==> config.mk <==
export PLATFORM = sky130hd
export DESIGN_NAME = pcap_ctrl
export DESIGN_NICKNAME = d
export VERILOG_FILES = /design/src/axis_pkg.sv /design/src/pcap_reg_pkg.sv /design/src/pcap_ctrl.sv
export VERILOG_INCLUDE_DIRS = /design/src
export SDC_FILE = /design/constraint.sdc
export NUM_CORES = 1
export LEC_CHECK = 0
export ABC_AREA = 1
export BUFFER_PORTS_ARGS = -buffer_cell sky130_fd_sc_hd__buf_2
export CORE_MARGIN = 4
export CORE_UTILIZATION = 41
export DETAILED_ROUTE_END_ITERATION = 10
export GPL_TIMING_DRIVEN = 0
export PLACE_DENSITY = 0.76
export SETUP_SLACK_MARGIN = 0.4
export SKIP_LAST_GASP = 1
export SYNTH_ARGS = -nofsm -noshare
export SYNTH_HDL_FRONTEND = slang
export SYNTH_SLANG_ARGS = --single-unit
export TNS_END_PERCENT = 100
==> constraint.sdc <==
create_clock -name clk -period 1.4 [get_ports clk]
set_input_delay 0.14 -clock clk [delete_from_list [all_inputs] [get_ports clk]]
set_output_delay 0.14 -clock clk [all_outputs]
set_load 0.01 [all_outputs]
==> src/pcap_cfg.svh <==
`ifndef PCAP_CFG_SVH
`define PCAP_CFG_SVH

// ==========================================================================
// Stream and memory geometry
// ==========================================================================

// Bytes per stream beat
`define PCAP_DATA_BYTES 4

// Capture memory depth in words
`define PCAP_MEM_DEPTH 256

// Metadata field widths
`define PCAP_TID_W 8
`define PCAP_TDEST_W 12
`define PCAP_TUSER_W 32

// ==========================================================================
// Register port
// ==========================================================================

`define PCAP_REG_ADDR_W 9
`define PCAP_REG_DATA_W 32

`define PCAP_REG_MEM_SIZE     9'h000
`define PCAP_REG_META_WIDTH   9'h001
`define PCAP_REG_CONTROL      9'h002
`define PCAP_REG_STATUS       9'h003
`define PCAP_REG_LENGTH       9'h004
`define PCAP_REG_META_USER    9'h005
`define PCAP_REG_META_ID_DEST 9'h006

// Set for reads from the packet memory
`define PCAP_MEM_WINDOW_BIT 8

`endif

==> src/axis_pkg.sv <==
`default_nettype none

`include "pcap_cfg.svh"

package axis_pkg;

    // Beat payload fields
    typedef logic [`PCAP_DATA_BYTES*8-1:0] axis_data_t;
    typedef logic [`PCAP_DATA_BYTES-1:0]   axis_keep_t;

    // Sideband fields
    typedef logic [`PCAP_TID_W-1:0]   axis_tid_t;
    typedef logic [`PCAP_TDEST_W-1:0] axis_tdest_t;
    typedef logic [`PCAP_TUSER_W-1:0] axis_tuser_t;

    // One stream beat, big-endian data, keep bit 3 is the first byte
    typedef struct packed {
        axis_data_t  data;
        axis_keep_t  keep;
        logic        last;
        axis_tid_t   tid;
        axis_tdest_t tdest;
        axis_tuser_t tuser;
    } axis_beat_t;

    // Per-packet metadata
    typedef struct packed {
        axis_tid_t   tid;
        axis_tdest_t tdest;
        axis_tuser_t tuser;
    } pcap_meta_t;

endpackage : axis_pkg

`default_nettype wire

==> src/pcap_reg_pkg.sv <==
`default_nettype none

`include "pcap_cfg.svh"

package pcap_reg_pkg;

    // Register port
    typedef logic [`PCAP_REG_ADDR_W-1:0] reg_addr_t;
    typedef logic [`PCAP_REG_DATA_W-1:0] reg_data_t;

    // Word address into the capture memory
    typedef logic [$clog2(`PCAP_MEM_DEPTH)-1:0] mem_addr_t;

    // Byte length, one extra bit so a full memory fits
    typedef logic [$clog2(`PCAP_MEM_DEPTH*`PCAP_DATA_BYTES):0] byte_len_t;

    // Status register content, overflow in bit 0
    typedef struct packed {
        logic busy;
        logic done;
        logic overflow;
    } pcap_status_t;

    // Capture sequence
    typedef enum logic [1:0] {
        IDLE,
        ARMED,
        CAPTURE,
        DONE
    } cap_state_e;

endpackage : pcap_reg_pkg

`default_nettype wire

==> src/pcap_ctrl.sv <==
`timescale 1ns/1ps
`default_nettype none

`include "pcap_cfg.svh"

module pcap_ctrl
    import axis_pkg::*;
    import pcap_reg_pkg::*;
(
    input  wire             clk,
    input  wire             arst_n,

    // Register port
    input  wire reg_addr_t  reg_addr,
    input  wire reg_data_t  reg_wdata,
    input  wire             reg_wr,
    input  wire             reg_rd,
    output reg_data_t       reg_rdata,
    output logic            reg_rvalid,

    // Writer side
    output logic            cap_enable,
    output logic            cap_clear,
    input  wire             cap_last_done,
    input  wire byte_len_t  cap_len,
    input  wire pcap_meta_t cap_meta,
    input  wire             cap_overflow,

    // Memory read port
    output mem_addr_t       rd_addr,
    input  wire axis_data_t rd_data
);

    localparam int MEM_BYTES = `PCAP_MEM_DEPTH * `PCAP_DATA_BYTES;
    localparam int META_BITS = $bits(pcap_meta_t);

    cap_state_e   state;
    logic         arm_q;
    logic         ctrl_wr;
    logic         arm;
    pcap_status_t status;
    reg_data_t    sel_val;
    logic         rd_vld1;
    logic         rd_mem1;
    reg_data_t    rd_val1;

    // ======================================================================
    // Control writes and capture FSM
    // ======================================================================

    assign ctrl_wr   = reg_wr && (reg_addr == `PCAP_REG_CONTROL);
    assign arm       = ctrl_wr && reg_wdata[0];
    assign cap_clear = ctrl_wr && reg_wdata[1];

    assign cap_enable = (state == ARMED) || (state == CAPTURE);

    assign status.busy     = cap_enable;
    assign status.done     = (state == DONE);
    assign status.overflow = cap_overflow;

    always_ff @(posedge clk or negedge arst_n)
    begin
        if (!arst_n)
        begin
            state <= IDLE;
            arm_q <= 1'b0;
        end
        else
        begin
            // Writer length is stale in the first armed cycle
            arm_q <= arm && !cap_clear && !cap_enable;

            if (cap_clear)
            begin
                state <= IDLE;
            end
            else
            begin
                case (state)
                    IDLE, DONE:
                    begin
                        if (arm)
                        begin
                            state <= ARMED;
                        end
                    end
                    ARMED:
                    begin
                        if (cap_last_done)
                        begin
                            state <= DONE;
                        end
                        else if (!arm_q && (cap_len != '0))
                        begin
                            state <= CAPTURE;
                        end
                    end
                    CAPTURE:
                    begin
                        if (cap_last_done)
                        begin
                            state <= DONE;
                        end
                    end
                    default:
                    begin
                        state <= IDLE;
                    end
                endcase
            end
        end
    end

    // ======================================================================
    // Read pipeline
    // ======================================================================

    // Memory sees the word index straight away
    assign rd_addr = mem_addr_t'(reg_addr);

    always_comb
    begin
        case (reg_addr)
            `PCAP_REG_MEM_SIZE:     sel_val = reg_data_t'(MEM_BYTES);
            `PCAP_REG_META_WIDTH:   sel_val = reg_data_t'(META_BITS);
            `PCAP_REG_STATUS:       sel_val = reg_data_t'(status);
            `PCAP_REG_LENGTH:       sel_val = reg_data_t'(cap_len);
            `PCAP_REG_META_USER:    sel_val = reg_data_t'(cap_meta.tuser);
            `PCAP_REG_META_ID_DEST: sel_val = reg_data_t'({cap_meta.tdest, cap_meta.tid});
            default:                sel_val = '0;
        endcase
    end

    always_ff @(posedge clk or negedge arst_n)
    begin
        if (!arst_n)
        begin
            rd_vld1    <= 1'b0;
            reg_rvalid <= 1'b0;
        end
        else
        begin
            rd_vld1    <= reg_rd;
            reg_rvalid <= rd_vld1;
        end
    end

    // Stage one register value, stage two memory or register
    always_ff @(posedge clk)
    begin
        rd_mem1   <= reg_addr[`PCAP_MEM_WINDOW_BIT];
        rd_val1   <= sel_val;
        reg_rdata <= rd_mem1 ? reg_data_t'(rd_data) : rd_val1;
    end

endmodule : pcap_ctrl

`default_nettype wire

# Word level (Yosys, flattened, before mapping)
# Index checks and enable logic that the tools add are counted.
# Widths: inputs -> output; s select.
# word_totals
reg_bits,70
out_inout_bits,43
in_bits,142
# op_classes
muxes,8
reduce_logical,15
n_eq_ne,12
# ops
cell,count
$pmux 32 s6,1
$mux 32,1
$eq 9x3->1 const B,3
$eq 9x2->1 const B,2
$reduce_bool 11->1,1
$mux 2,5
$eq 9x1->1 const B,1
$logic_not 9->1,1
$logic_and 1x1->1,6
$ne 3x3->1 const B,2
$pmux 2 s3,1
$eq 2x2->1 const B,2
$ne 4x3->1 const B,1
$logic_not 1->1,3
$reduce_and 3->1,1
$eq 2x1->1 const B,1
$logic_not 2->1,1
$reduce_or 2->1,1
$logic_or 1x1->1,1

# Depth between registers and ports, before layout
# logic_depth
ltp_word,6
depth_mapped,11
ltp_nobuf,11

# Worst setup path before layout
# Ideal clock, no wire load.
# synth_path
path_type,reg2reg
start,register state[0]
end,register state[0]
setup_slack_ns,0.137
synth_period_minus_slack_ns,1.263
path_buffers,0
required_ns,1.283
path_stages_with_launch,9
setup_time_ns,0.117
t_arrival_ns,1.146
path_cell_list,dfrtp_1 inv_1 ha_1 inv_1 nand3_1 nand2_1 inv_1 nand3_1 nand2_1
# synth_via
elab_chain_len,4
elab_cells_between_ends,11
classes_between,eq/ne: 6; mux: 2; reduce/logical: 3
# synth_lines
item,line_no,rtl
start: declaration,pcap_ctrl.sv:37,cap_state_e state;
start signal: assignment,pcap_ctrl.sv:65,state <= IDLE;
start signal: assignment,pcap_ctrl.sv:75,state <= IDLE;
start signal: assignment,pcap_ctrl.sv:84,state <= ARMED;
$eq 2x2->1 / $logic_not 2->1 (equally long branches),pcap_ctrl.sv:79,case (state)
$reduce_or 2->1,pcap_ctrl.sv:79,
$ne 3x3->1 (no source line) / $pmux 2 s3 (equally long branches),n/a,
$reduce_and 3->1 (no source line) / $mux 2 (equally long branches),n/a,
# Several ways; a longest one is shown, not always the timed one.
# A chain may end at the register's enable or synchronous reset.

# Final worst setup path
# layout_path
start,register state[1]
end,register state[1]
# The elaborated chain is that of the path after synthesis.

==> metrics.cfg <==
[outcome]
status=finished, final reports clean

[setup_path]
crit_chain=buf_6 -> buf_6 -> inv_2 -> ha_4 -> nand2_1 -> nand2_1 -> nand2_2 -> nand2_2 -> nand2_1 -> nand2_1
cp.depth=10
cp-startpoint=state[1]
startpoint_type=register
r2r-start=state[1]
crit_buf_inv=3
worstReg2RegEnd=state[1]
crit_family=simple AND/OR/NAND/NOR gates
regToRegSetupSlack_ns=0.04
rr_worst_depth=10
crit_top_cell=nand2_1
path_class=reg -> reg
cp_max_fo=3
crit_path_end_kind=register
required_ns=1.67
cpMaxStageDelayCell=dfrtp_2
arrival_ns=1.63
critPathMaxStageDelay_ns=0.43
cp-endpoint=state[1]

[pwr]
irDropWorstVdd_mv=0.6982
power.density_mw_per_mm2=1107
p_leak_nw=2.426

[drt]
num_vias=2707
ant_nets=0
wl_per_cell_um=14.96
drt_iter0_drc=95
dr.pass1.iters=5
drc=0
routed_wirelength_um=8600
via_per_inst=4.708

[clocking]
cts_buffer_depth=2
cts-buffers-inserted=9
cts.sinks=70
cts_tree=yes
cts_max_level=3
clk_pin_slew_ns=0.07
cts-root-buf=clkbuf_8
clkLatencyLatePin_ns=0.34

[global_route]
antenna_found_initial=0
grt_max_degree=13
grt-ovfl-total=0
grt_pass1_wl_um=11850
first_global_vias=2664
grt_use_total=0.1967

[hold_path]
hp-class=in -> reg

[synthesis]
synthFlopType=dfxtp_1
syn-instance-count=286
ys_seq_area_frac=0.5220
synth_warnings=0
synth_edf_count=0
yosysUniqueCellTypes=28
synth_most_common_cell=dfxtp_1
synth.cell_area_mm2=0.002733
synth.avg_cell_area_um2=9.555
postSynthNetCount=431
synthArstFlopShare=0.07143
yosys.area.top_type_share=0.4762
yosysTopAreaCell=dfxtp_1
yosys_register_bits=70
synthTopCellsByArea=dfxtp_1 (48%), mux2_2 (12%), nand2_1 (7.4%)
ys_top_cells_by_count=dfxtp_1 (65), nand2_1 (54), inv_1 (36)

[place]
place_area_mm2=0.003710
place_hpwl_um=5651
port_buffers=153
place.gp.congestion=0.9305
dp_slack_ns=-0.1621

[die]
design.portCount=185
fp.dieW_um=89.64
core-area_mm2=0.006422
num_rows=29
initial_utilization=0.4255
die_area_mm2=0.008035
die_y_um=89.64

[timing]
slew_headroom=0.8206
timing.final.ws_setup_ns=0.04292
max_slew.worst_pin.slew_ns=0.2683
period_share=0.9693
fmax_ghz=0.7369
finClkSkew_ns=0.007542
fin_crit_ns=1.357
hold_viol_final=0
grt_setup_unrepaired=yes
maxSlewViolCount=0
setup_tns_ns=0
final-setup-viol-count=0

[finish]
fin_area_mm2=0.004692
layout-drive-gt1-share=0.6104
antenna_cells=0
multiInputGateArea_mm2=0.001336
syn_to_final_growth_pct=71.70
final_core_util=0.7306
final_nets=638
fillerInstances=453
seq_area_mm2=0.001429

[flow_run]
cap_violations=0

where the power goes:
part | internal, mW | switching [mW] | total (mW) | leakage (nW)
Clock | 0.929 | 0.751 | 1.68 | 0.104
Sequential | 2.09 | 0.0450 | 2.13 | 0.592
Combinational | 0.727 | 0.654 | 1.38 | 1.73
tightest hold or removal path: cells and delay by family:
family        cells  cell delay, ns
buf+inv           1            0.09
simple gates      2            0.09
layer usage:
| layer | GRT usage | part of all wire | up-vias |
|---|---|---|---|
| met5 | 0 | 0 | - |
| met4 | 0.08390 | 0.022 | 0 |
| met3 | 0.07026 | 0.092 | 16 |
| met2 | 0.3504 | 0.52 | 140 |
| met1 | 0.2087 | 0.36 | 1222 |
| li1 | - | - | 1329 |
what timing repair did:
| action | 4_1_cts | 5_1_grt |
|---|---|---|
| hold buffers | 9 | 3 |
| gates resized for setup | 27 | 68 |
| endpoints found under the hold margin | 13 | 3 |
| pin swaps | 10 | 10 |
| gates cloned | 3 | 4 |
| buffers inserted | 18 | 6 |
| setup endpoints to repair | 50 | 64 |
worst min path at each step:
stage,from,end,slack (ns),cells after the start
after CTS,cap_meta[19],rd_val1[19],0.0007,2
final,cap_meta[7],rd_val1[7],0.02,3
after floorplan,arst_n,arm_q,-0.16,0
after global routing,rd_data[7],reg_rdata[7],0.003,2
after detailed placement,arst_n,reg_rvalid,-0.05,1
after global placement,arst_n,reg_rvalid,-0.04,1
state kept, by name (all words and copies together) (netlist names):
signal and cells:
state 2, rd_vld1 1, rd_val1 32, rd_mem1 1, arm_q 1, reg_rdata 32, reg_rvalid 1
cell usage in the layout, fill, tap and decap left out, types with 4 or more instances in the layout:
cell,instances
dlygate4sd3_1,12
nor2_4,13
buf_2,148
inv_1,28
inv_2,7
nand4_1,14
nor2_1,11
nor2_2,4
nand3_1,9
nand2_1,40
buf_12,4
buf_8,5
clkbuf_8,12
mux2_4,31
o21ai_1,5
a22o_1,4
buf_4,24
buf_6,13
nand3_2,4
dfrtp_1,4
nand2_2,14
dfxtp_1,64
metrics by stage:
step           power (mW)  hold WS (ns)  instances
2_1_floorplan       2.721       -0.1556        286
3_3_place_gp        3.044      -0.04396        516
3_5_place_dp        3.061      -0.04545        516
4_1_cts             5.021     0.0006997        562
5_1_grt             5.463      0.002734        575
6_report            5.192       0.01574        575
area by class of cell:
cell class	instances	share of cell area
multi-input combinational	162	0.2848
timing repair inverter	1	0.001600
clock inverter	4	0.01120
timing repair buffer	195	0.2733
tap	77	0.02053
inverter	38	0.03227
sequential	70	0.3045
buffer	16	0.03867
clock buffer	12	0.03307
cell families (layout without fill, tap and decap cells):
group / count (synthesis) / after routing / synth area share
adders and majority gates: 3 / 3 / 0.01374
muxes: 32 / 32 / 0.1319
AOI/OAI and AO/OA: 12 / 12 / 0.03067
and+or+nand+nor: 115 / 115 / 0.2033
buffers and inverters: 54 / 266 / 0.09844
DFF: 70 / 70 / 0.5220
No activity file was read; power rests on OpenSTA's default activity.
