[src/pcap_cfg.svh]
`ifndef PCAP_CFG_SVH
`define PCAP_CFG_SVH

// ==========================================================================
// Stream and memory geometry
// ==========================================================================

// Bytes per stream beat
`define PCAP_DATA_BYTES 4

// Capture memory depth in words
`define PCAP_MEM_DEPTH 256

// Metadata field widths
`define PCAP_TID_W 8
`define PCAP_TDEST_W 12
`define PCAP_TUSER_W 32

// ==========================================================================
// Register port
// ==========================================================================

`define PCAP_REG_ADDR_W 9
`define PCAP_REG_DATA_W 32

`define PCAP_REG_MEM_SIZE     9'h000
`define PCAP_REG_META_WIDTH   9'h001
`define PCAP_REG_CONTROL      9'h002
`define PCAP_REG_STATUS       9'h003
`define PCAP_REG_LENGTH       9'h004
`define PCAP_REG_META_USER    9'h005
`define PCAP_REG_META_ID_DEST 9'h006

// Set for reads from the packet memory
`define PCAP_MEM_WINDOW_BIT 8

`endif

[src/axis_pkg.sv]
`default_nettype none

`include "pcap_cfg.svh"

package axis_pkg;

    // Beat payload fields
    typedef logic [`PCAP_DATA_BYTES*8-1:0] axis_data_t;
    typedef logic [`PCAP_DATA_BYTES-1:0]   axis_keep_t;

    // Sideband fields
    typedef logic [`PCAP_TID_W-1:0]   axis_tid_t;
    typedef logic [`PCAP_TDEST_W-1:0] axis_tdest_t;
    typedef logic [`PCAP_TUSER_W-1:0] axis_tuser_t;

    // One stream beat, big-endian data, keep bit 3 is the first byte
    typedef struct packed {
        axis_data_t  data;
        axis_keep_t  keep;
        logic        last;
        axis_tid_t   tid;
        axis_tdest_t tdest;
        axis_tuser_t tuser;
    } axis_beat_t;

    // Per-packet metadata
    typedef struct packed {
        axis_tid_t   tid;
        axis_tdest_t tdest;
        axis_tuser_t tuser;
    } pcap_meta_t;

endpackage : axis_pkg

`default_nettype wire

[src/pcap_reg_pkg.sv]
`default_nettype none

`include "pcap_cfg.svh"

package pcap_reg_pkg;

    // Register port
    typedef logic [`PCAP_REG_ADDR_W-1:0] reg_addr_t;
    typedef logic [`PCAP_REG_DATA_W-1:0] reg_data_t;

    // Word address into the capture memory
    typedef logic [$clog2(`PCAP_MEM_DEPTH)-1:0] mem_addr_t;

    // Byte length, one extra bit so a full memory fits
    typedef logic [$clog2(`PCAP_MEM_DEPTH*`PCAP_DATA_BYTES):0] byte_len_t;

    // Status register content, overflow in bit 0
    typedef struct packed {
        logic busy;
        logic done;
        logic overflow;
    } pcap_status_t;

    // Capture sequence
    typedef enum logic [1:0] {
        IDLE,
        ARMED,
        CAPTURE,
        DONE
    } cap_state_e;

endpackage : pcap_reg_pkg

`default_nettype wire

[src/pcap_writer.sv]
`timescale 1ns/1ps
`default_nettype none

`include "pcap_cfg.svh"

module pcap_writer
    import axis_pkg::*;
    import pcap_reg_pkg::*;
(
    input  wire             clk,
    input  wire             arst_n,

    // Stream input
    input  wire axis_beat_t s_beat,
    input  wire             s_valid,
    output logic            s_ready,

    // Control side
    input  wire             cap_enable,
    input  wire             cap_clear,
    output logic            cap_last_done,
    output byte_len_t       cap_len,
    output pcap_meta_t      cap_meta,
    output logic            cap_overflow,

    // Memory write port
    output logic            wr_en,
    output mem_addr_t       wr_addr,
    output axis_data_t      wr_data
);

    localparam mem_addr_t LAST_WORD = mem_addr_t'(`PCAP_MEM_DEPTH - 1);

    logic      accept;
    logic      take;
    logic      take_first;
    logic      mid_pkt;
    logic      started;
    logic      pkt_done;
    logic      mem_full;
    mem_addr_t word_addr;
    byte_len_t beat_bytes;

    // Count of valid bytes in a beat
    function automatic byte_len_t keep_bytes(input axis_keep_t keep);
        byte_len_t n;
        n = '0;
        for (int i = 0; i < `PCAP_DATA_BYTES; i++)
        begin
            n = n + byte_len_t'(keep[i]);
        end
        return n;
    endfunction

    assign accept     = s_valid && s_ready;
    assign beat_bytes = keep_bytes(s_beat.keep);

    // Only a packet that starts while enabled is captured, never a tail
    assign take       = accept && cap_enable && !pkt_done && (started || !mid_pkt);
    assign take_first = take && !started;

    assign wr_en   = take && (!started || !mem_full);
    assign wr_addr = started ? word_addr : '0;
    assign wr_data = s_beat.data;

    always_ff @(posedge clk or negedge arst_n)
    begin
        if (!arst_n)
        begin
            s_ready       <= 1'b0;
            cap_last_done <= 1'b0;
            mid_pkt       <= 1'b0;
            started       <= 1'b0;
            pkt_done      <= 1'b0;
            mem_full      <= 1'b0;
            word_addr     <= '0;
            cap_len       <= '0;
            cap_meta      <= '0;
            cap_overflow  <= 1'b0;
        end
        else
        begin
            // No back-pressure once out of reset
            s_ready       <= 1'b1;
            cap_last_done <= take && s_beat.last;

            // Packet boundary tracking on all traffic
            if (accept)
            begin
                mid_pkt <= !s_beat.last;
            end

            if (cap_clear)
            begin
                started      <= 1'b0;
                pkt_done     <= 1'b0;
                mem_full     <= 1'b0;
                word_addr    <= '0;
                cap_len      <= '0;
                cap_meta     <= '0;
                cap_overflow <= 1'b0;
            end
            else if (!cap_enable)
            begin
                // Results hold for readback
                started  <= 1'b0;
                pkt_done <= 1'b0;
            end
            else if (take_first)
            begin
                started      <= 1'b1;
                pkt_done     <= s_beat.last;
                mem_full     <= 1'b0;
                word_addr    <= mem_addr_t'(1);
                cap_len      <= beat_bytes;
                cap_meta     <= '{tid: s_beat.tid, tdest: s_beat.tdest, tuser: s_beat.tuser};
                cap_overflow <= 1'b0;
            end
            else if (take)
            begin
                pkt_done <= s_beat.last;
                if (mem_full)
                begin
                    // Truncated beyond the last word
                    cap_overflow <= 1'b1;
                end
                else
                begin
                    cap_len <= cap_len + beat_bytes;
                    if (word_addr == LAST_WORD)
                    begin
                        mem_full <= 1'b1;
                    end
                    else
                    begin
                        word_addr <= word_addr + mem_addr_t'(1);
                    end
                end
            end
            else if (!started && !pkt_done)
            begin
                // Armed and waiting, old results dropped
                cap_len      <= '0;
                cap_meta     <= '0;
                cap_overflow <= 1'b0;
            end
        end
    end

endmodule : pcap_writer

`default_nettype wire

[config.mk]
export PLATFORM = sky130hd
export DESIGN_NAME = pcap_writer
export DESIGN_NICKNAME = d
export VERILOG_FILES = /design/src/axis_pkg.sv /design/src/pcap_reg_pkg.sv /design/src/pcap_writer.sv
export VERILOG_INCLUDE_DIRS = /design/src
export SDC_FILE = /design/constraint.sdc
export NUM_CORES = 1
export LEC_CHECK = 0
export CAP_MARGIN = 20
export CORE_AREA = 3 3 86 88
export CTS_CLUSTER_SIZE = 10
export DETAILED_ROUTE_END_ITERATION = 10
export DIE_AREA = 0 0 89 91
export DONT_BUFFER_PORTS = 1
export PLACE_DENSITY_LB_ADDON = 0.25
export SETUP_SLACK_MARGIN = 0.4
export SYNTH_ARGS = -nofsm -noshare
export SYNTH_HDL_FRONTEND = slang
export SYNTH_SLANG_ARGS = --single-unit
[constraint.sdc]
create_clock -name clk -period 1.9 [get_ports clk]
set_input_delay 0.285 -clock clk [delete_from_list [all_inputs] [get_ports clk]]
set_output_delay 0.285 -clock clk [all_outputs]
set_load 0.02 [all_outputs]
After elaboration in Yosys (flattened, before gate mapping) --
Cells that the tools add are included.
Word-level totals: word-level logic and storage cells 86, input port bits 94, flip-flop bits (word level) 78, output and inout port bits 107
Operators by class: reductions and logical operators 24, $add $sub $neg 5, mux-type cells 37, equal/unequal tests 8
Operators with widths (count):
- 52-bit 2-to-1 mux | 5
- 11-bit 2-to-1 mux | 6
- 8-bit 2-to-1 mux | 7
- 1-bit 2-to-1 mux | 19
- 11-bit by 4-bit adder with 11-bit output | 1
- 3-bit AND reduction | 3
- 8-bit by 1-bit adder with 8-bit output (second input constant) | 1
- 8-bit == test (second input constant) | 1
- 1-bit logical AND | 8
- 3-bit != test (second input constant) | 2
- 3-bit nonzero test | 2
- 1-bit zero test | 5
- 3-bit by 1-bit adder with 4-bit output | 1
- 4-bit by 1-bit != test with 1-bit output (second input constant) | 1
- 4-bit by 2-bit != test with 1-bit output (second input constant) | 1
- 4-bit != test (second input constant) | 1
- 4-bit AND reduction | 1
- 4-bit nonzero test | 1
- 2-bit by 1-bit adder with 3-bit output | 1
- 3-bit by 1-bit != test with 1-bit output (second input constant) | 1
- 3-bit by 2-bit != test with 1-bit output (second input constant) | 1
- 1-bit by 1-bit adder with 2-bit output | 1
- 1-bit logical OR | 2
- 2-bit AND reduction | 1
- 2-bit nonzero test | 1

Depth between registers and ports, before layout --
depth in word-level cells 9, depth in mapped cells 10, depth with buffers taken out 10

Worst setup path after synthesis --
Ideal clock, no wire load.
path kind input to register, start input s_beat[53] in the netlist's numbering, end register cap_len[10], cell stages on the path 10, arrival 2.662 ns, setup time 0.069 ns, path slack -0.831 ns, required time 1.831 ns, buffers on the path 0, cell sequence fa_1 -> ha_1 -> ha_1 -> inv_1 -> fa_1 -> nor3b_1 -> a21o_1 -> nand2_1 -> or4_1 -> nand3_1
Between the ends: longest elaborated chain between the ends 9
Ends and longest elaborated chain:
- from (decl) | RTL line pcap_writer.sv:14 | input wire axis_beat_t s_beat,
- 1-bit by 1-bit adder with 2-bit output | RTL line pcap_writer.sv:50 | n = n + byte_len_t'(keep[i]);
- 2-bit by 1-bit adder with 3-bit output | RTL line pcap_writer.sv:50
- 3-bit by 1-bit adder with 4-bit output | RTL line pcap_writer.sv:50
- 11-bit by 4-bit adder with 11-bit output | RTL line pcap_writer.sv:129 | cap_len <= cap_len + beat_bytes;
- 11-bit 2-to-1 mux | RTL line pcap_writer.sv:122 | if (mem_full)
- 11-bit 2-to-1 mux | RTL line pcap_writer.sv:119 | else if (take)
- 11-bit 2-to-1 mux | RTL line pcap_writer.sv:109 | else if (take_first)
- 11-bit 2-to-1 mux | RTL line pcap_writer.sv:103 | else if (!cap_enable)
- 11-bit 2-to-1 mux | RTL line pcap_writer.sv:93 | if (cap_clear)
- to (signal assigned) | RTL line pcap_writer.sv:115 | cap_len <= beat_bytes;
- to (signal assigned) | RTL line pcap_writer.sv:129
- to (decl) | RTL line pcap_writer.sv:22 | output byte_len_t cap_len,
No other way between the ends. The select of a mux whose other input is x is not followed. A chain may end at the register's enable or synchronous reset.

Worst setup path after layout --
start input s_beat[56] in the netlist's numbering, end register cap_len[10]
Between the ends: longest elaborated chain between the ends 7
Ends and longest elaborated chain (RTL line):
- 3-bit by 1-bit adder with 4-bit output | pcap_writer.sv:50
- 11-bit by 4-bit adder with 11-bit output | pcap_writer.sv:129
- 11-bit 2-to-1 mux | pcap_writer.sv:122
- 11-bit 2-to-1 mux | pcap_writer.sv:119
- 11-bit 2-to-1 mux | pcap_writer.sv:109
- 11-bit 2-to-1 mux | pcap_writer.sv:103
- 11-bit 2-to-1 mux | pcap_writer.sv:93
No other way between the ends. The select of a mux whose other input is x is not followed.

==> results.cfg <==
[floorplan]
dieArea_um2 = 8099
die_x_um = 89
rows = 30
fp.coreArea_um2 = 6719
die_y_um = 91
start_util = 0.5410
ios = 201

[synthesis]
synthCells = 316
ys_warn_count = 0
synth_edf_count = 0
synth_compound_area_frac = 0.1907
yosysUniqueCellTypes = 47
syn_nets = 418
yosysSeqAreaShare = 0.5370
ys.flop_type = dfrtp_1
synth_adder_area_share = 0.03167
synth-seq-cells = 78
synth_area_leader_cell = dfrtp_1
synth_top_family_by_area = compound AO/OA/AOI/OAI gates
synth_area_um2 = 3635
synth_top_area_share = 0.5370
synth_mux_area_frac = 0.008606
synth-xor-area-share = 0.02651
async_flop_share = 1.000
synth.area.top_cells = dfrtp_1 (54%), a22o_1 (13%), buf_4 (6.8%), nor2_1 (2.3%), and2_1 (2.1%)
post_synth.cell_area_avg_um2 = 11.50
yosys.area_share.simple = 0.1167

[critical_path]
reg2regPathDepth = 6
crit_path_frequent_cell = ha_4
slowest_stage = fa_1
startpoint_type = primary input
end_kind = flop
path_max_fanout = 3
cp.buffers_inverters = 1
worstSetupPathType = in -> reg
required_ps = 2190
rr_startpoint = s_ready
path_cells = fa_1, ha_4, ha_4, inv_2, fa_2, o21bai_1, a21o_1, nand2_1, or4_1, nand3_1
crit_path_max_incr_delay_ps = 500
critical-path-top-delay-family = adder cells
rrSetupSlack_ps = 20
path_depth = 10
worstPathArrival_ps = 2490
worstReg2RegEnd = cap_len[10]

[routing]
vias_per_cell = 6.101
drtIter0Drc = 131
remaining_drc_errors = 0
wirelength_mm = 9.099
antenna_left = 0
wire_per_inst_um = 21.46
dr.pass1.iters = 4
via_count = 2587

[sta]
max_freq_mhz = 453.9
rsz0062_at_grt = yes
drv_slew = 0
skew_ps = 11.36
fin_ws_ps = -303.0
post-route-min-period_ps = 2203
period_share = 1.159
finalHoldViolations = 78
tns_ps = -2068
setup_viol = 9
hold_ws_ps = -374.4

[placement]
post-place-ws_ps = -724.1
port_buffers = 0
dp_hpwl_mm = 5.665
gp_congestion = 0.8276

[layout]
layout_commonest_cell = dfrtp_1
areaGrowthSynthToFinish_pct = 26.88
layout_common_cells = dfrtp_1 (75), a22o_1 (53), buf_4 (31)
fin_util = 0.6864
num-fill-cells = 487
nets = 441
antenna_cells = 0
drive_gt1_frac = 0.3605

[power_and_ir_drop]
power_density_nw_per_um2 = 748.1
ir_drop_v = 0.0005678
power.total_w = 0.003450
cellLeakagePower_nw = 2.108

[clock_tree]
clock_latency_ps = 350
cts_buffer_depth = 2
root_buffer = clkbuf_8
cts.htree.levels = 3
cts.clk_slew.worst_paths_ps = 80
numCtsBuffers = 9
clock_sinks = 78
tritoncts = yes

[global_routing]
antenna_found_initial = 0
grt_pass1_vias = 2666
grt_max_degree = 79
grt_overflow = 0
grt_pass1_wl_mm = 13.97
track_usage = 0.2296

[min_path]
hp-class = in -> async

[run_status]
status = finished, violations left
violations = negative hold slack, negative setup slack

[flow_run]
maxCapViolations = 0
## state kept, by name (all words and copies together) (netlist names)
| name | cells |
|---|---|
| s_ready | 1 |
| mid_pkt | 1 |
| mem_full | 1 |
| cap_overflow | 1 |
| cap_meta | 52 |
| cap_len | 11 |
| cap_last_done | 1 |
| word_addr | 8 |
| pkt_done | 1 |
| started | 1 |
## cells by family (layout without fill, tap and decap cells)
family,count (synthesis),after routing
AOI/OAI and AO/OA,86,86
DFF,78,78
and+or+nand+nor,77,77
buffers and inverters,52,80
xor gates and xnor gates,11,11
adders and majority gates,8,8
muxes,3,3
other,1,1
## per-stage QoR
stage	hold slack (ps)	std cells	area (µm²)
after floorplan	-10.59	316	3739
after global placement	-8.044	374	3757
after detailed placement	-8.068	374	3757
after CTS	-397.1	413	4442
after global routing	-403.9	424	4612
final	-374.4	424	4612
## power breakdown
part / switching, W / total [W] / internal (W)
logic: 0.000132 / 0.000285 / 0.000152
clock network: 0.000635 / 0.00142 / 0.000785
registers: 0.0000597 / 0.00175 / 0.00169
total: 0.000827 / 0.00345 / 0.00262
## cells in the mapped netlist, types with 2 or more instances
master    count
and2_1       12
xnor2_1       4
or3_1         4
dfrtp_1      78
a221oi_1      2
inv_1         4
nor2_1       22
o21bai_1      2
a211o_1       2
xor2_1        7
and3_1        4
ha_1          6
clkbuf_1     13
nand3_1       5
nand4_1       4
buf_4        33
a22o_1       53
a31oi_1       5
mux2i_1       2
nand2_1      11
fa_1          2
o21ai_0       4
nand2b_1      5
o211ai_1      2
a21oi_1       8
## worst max-delay path by stage
stage                    start          end  slack (ps)
CTS                 s_beat[53]  cap_len[10]        -310
global placement    s_beat[56]   cap_len[7]        -680
detailed placement  s_beat[56]   cap_len[5]        -720
floorplan           s_beat[56]  cap_len[10]        -660
global route        s_beat[56]  cap_len[10]        -390
finish              s_beat[56]  cap_len[10]        -300
## worst reg2reg max path, stage by stage (launching register included)
cell      delay, ps
dfrtp_2         390
buf_6           100
nand4b_4        100
or3_4           340
or2_1           280
or4_1           510
nand3_1          90
## metal layers
metal	track usage	part of all wire	routed length, µm
met5	0	0	0
met4	0.08189	0.017	153
met3	0.08530	0.078	706
met2	0.3688	0.52	4697
met1	0.2811	0.39	3543
## area by class of cell
type	instances	area, µm²	area share
Clock inverter	6	92.59	0.02008
Timing Repair Buffer	59	690.7	0.1498
Multi-Input combinational cell	186	1617	0.3505
Tap cell	80	100.1	0.02170
Sequential cell	78	1956	0.4240
Inverter	5	18.77	0.004069
Clock buffer	10	137.6	0.02984
## timing repair
item,CTS,global route
pin swaps,25,18
setup endpoints to repair,81,81
cloned,6,0
gates resized for setup,41,28
hold endpoints to repair,80,79
hold buffers,1,1
buffers inserted,16,10
Power figures use the tool's default switching activity.
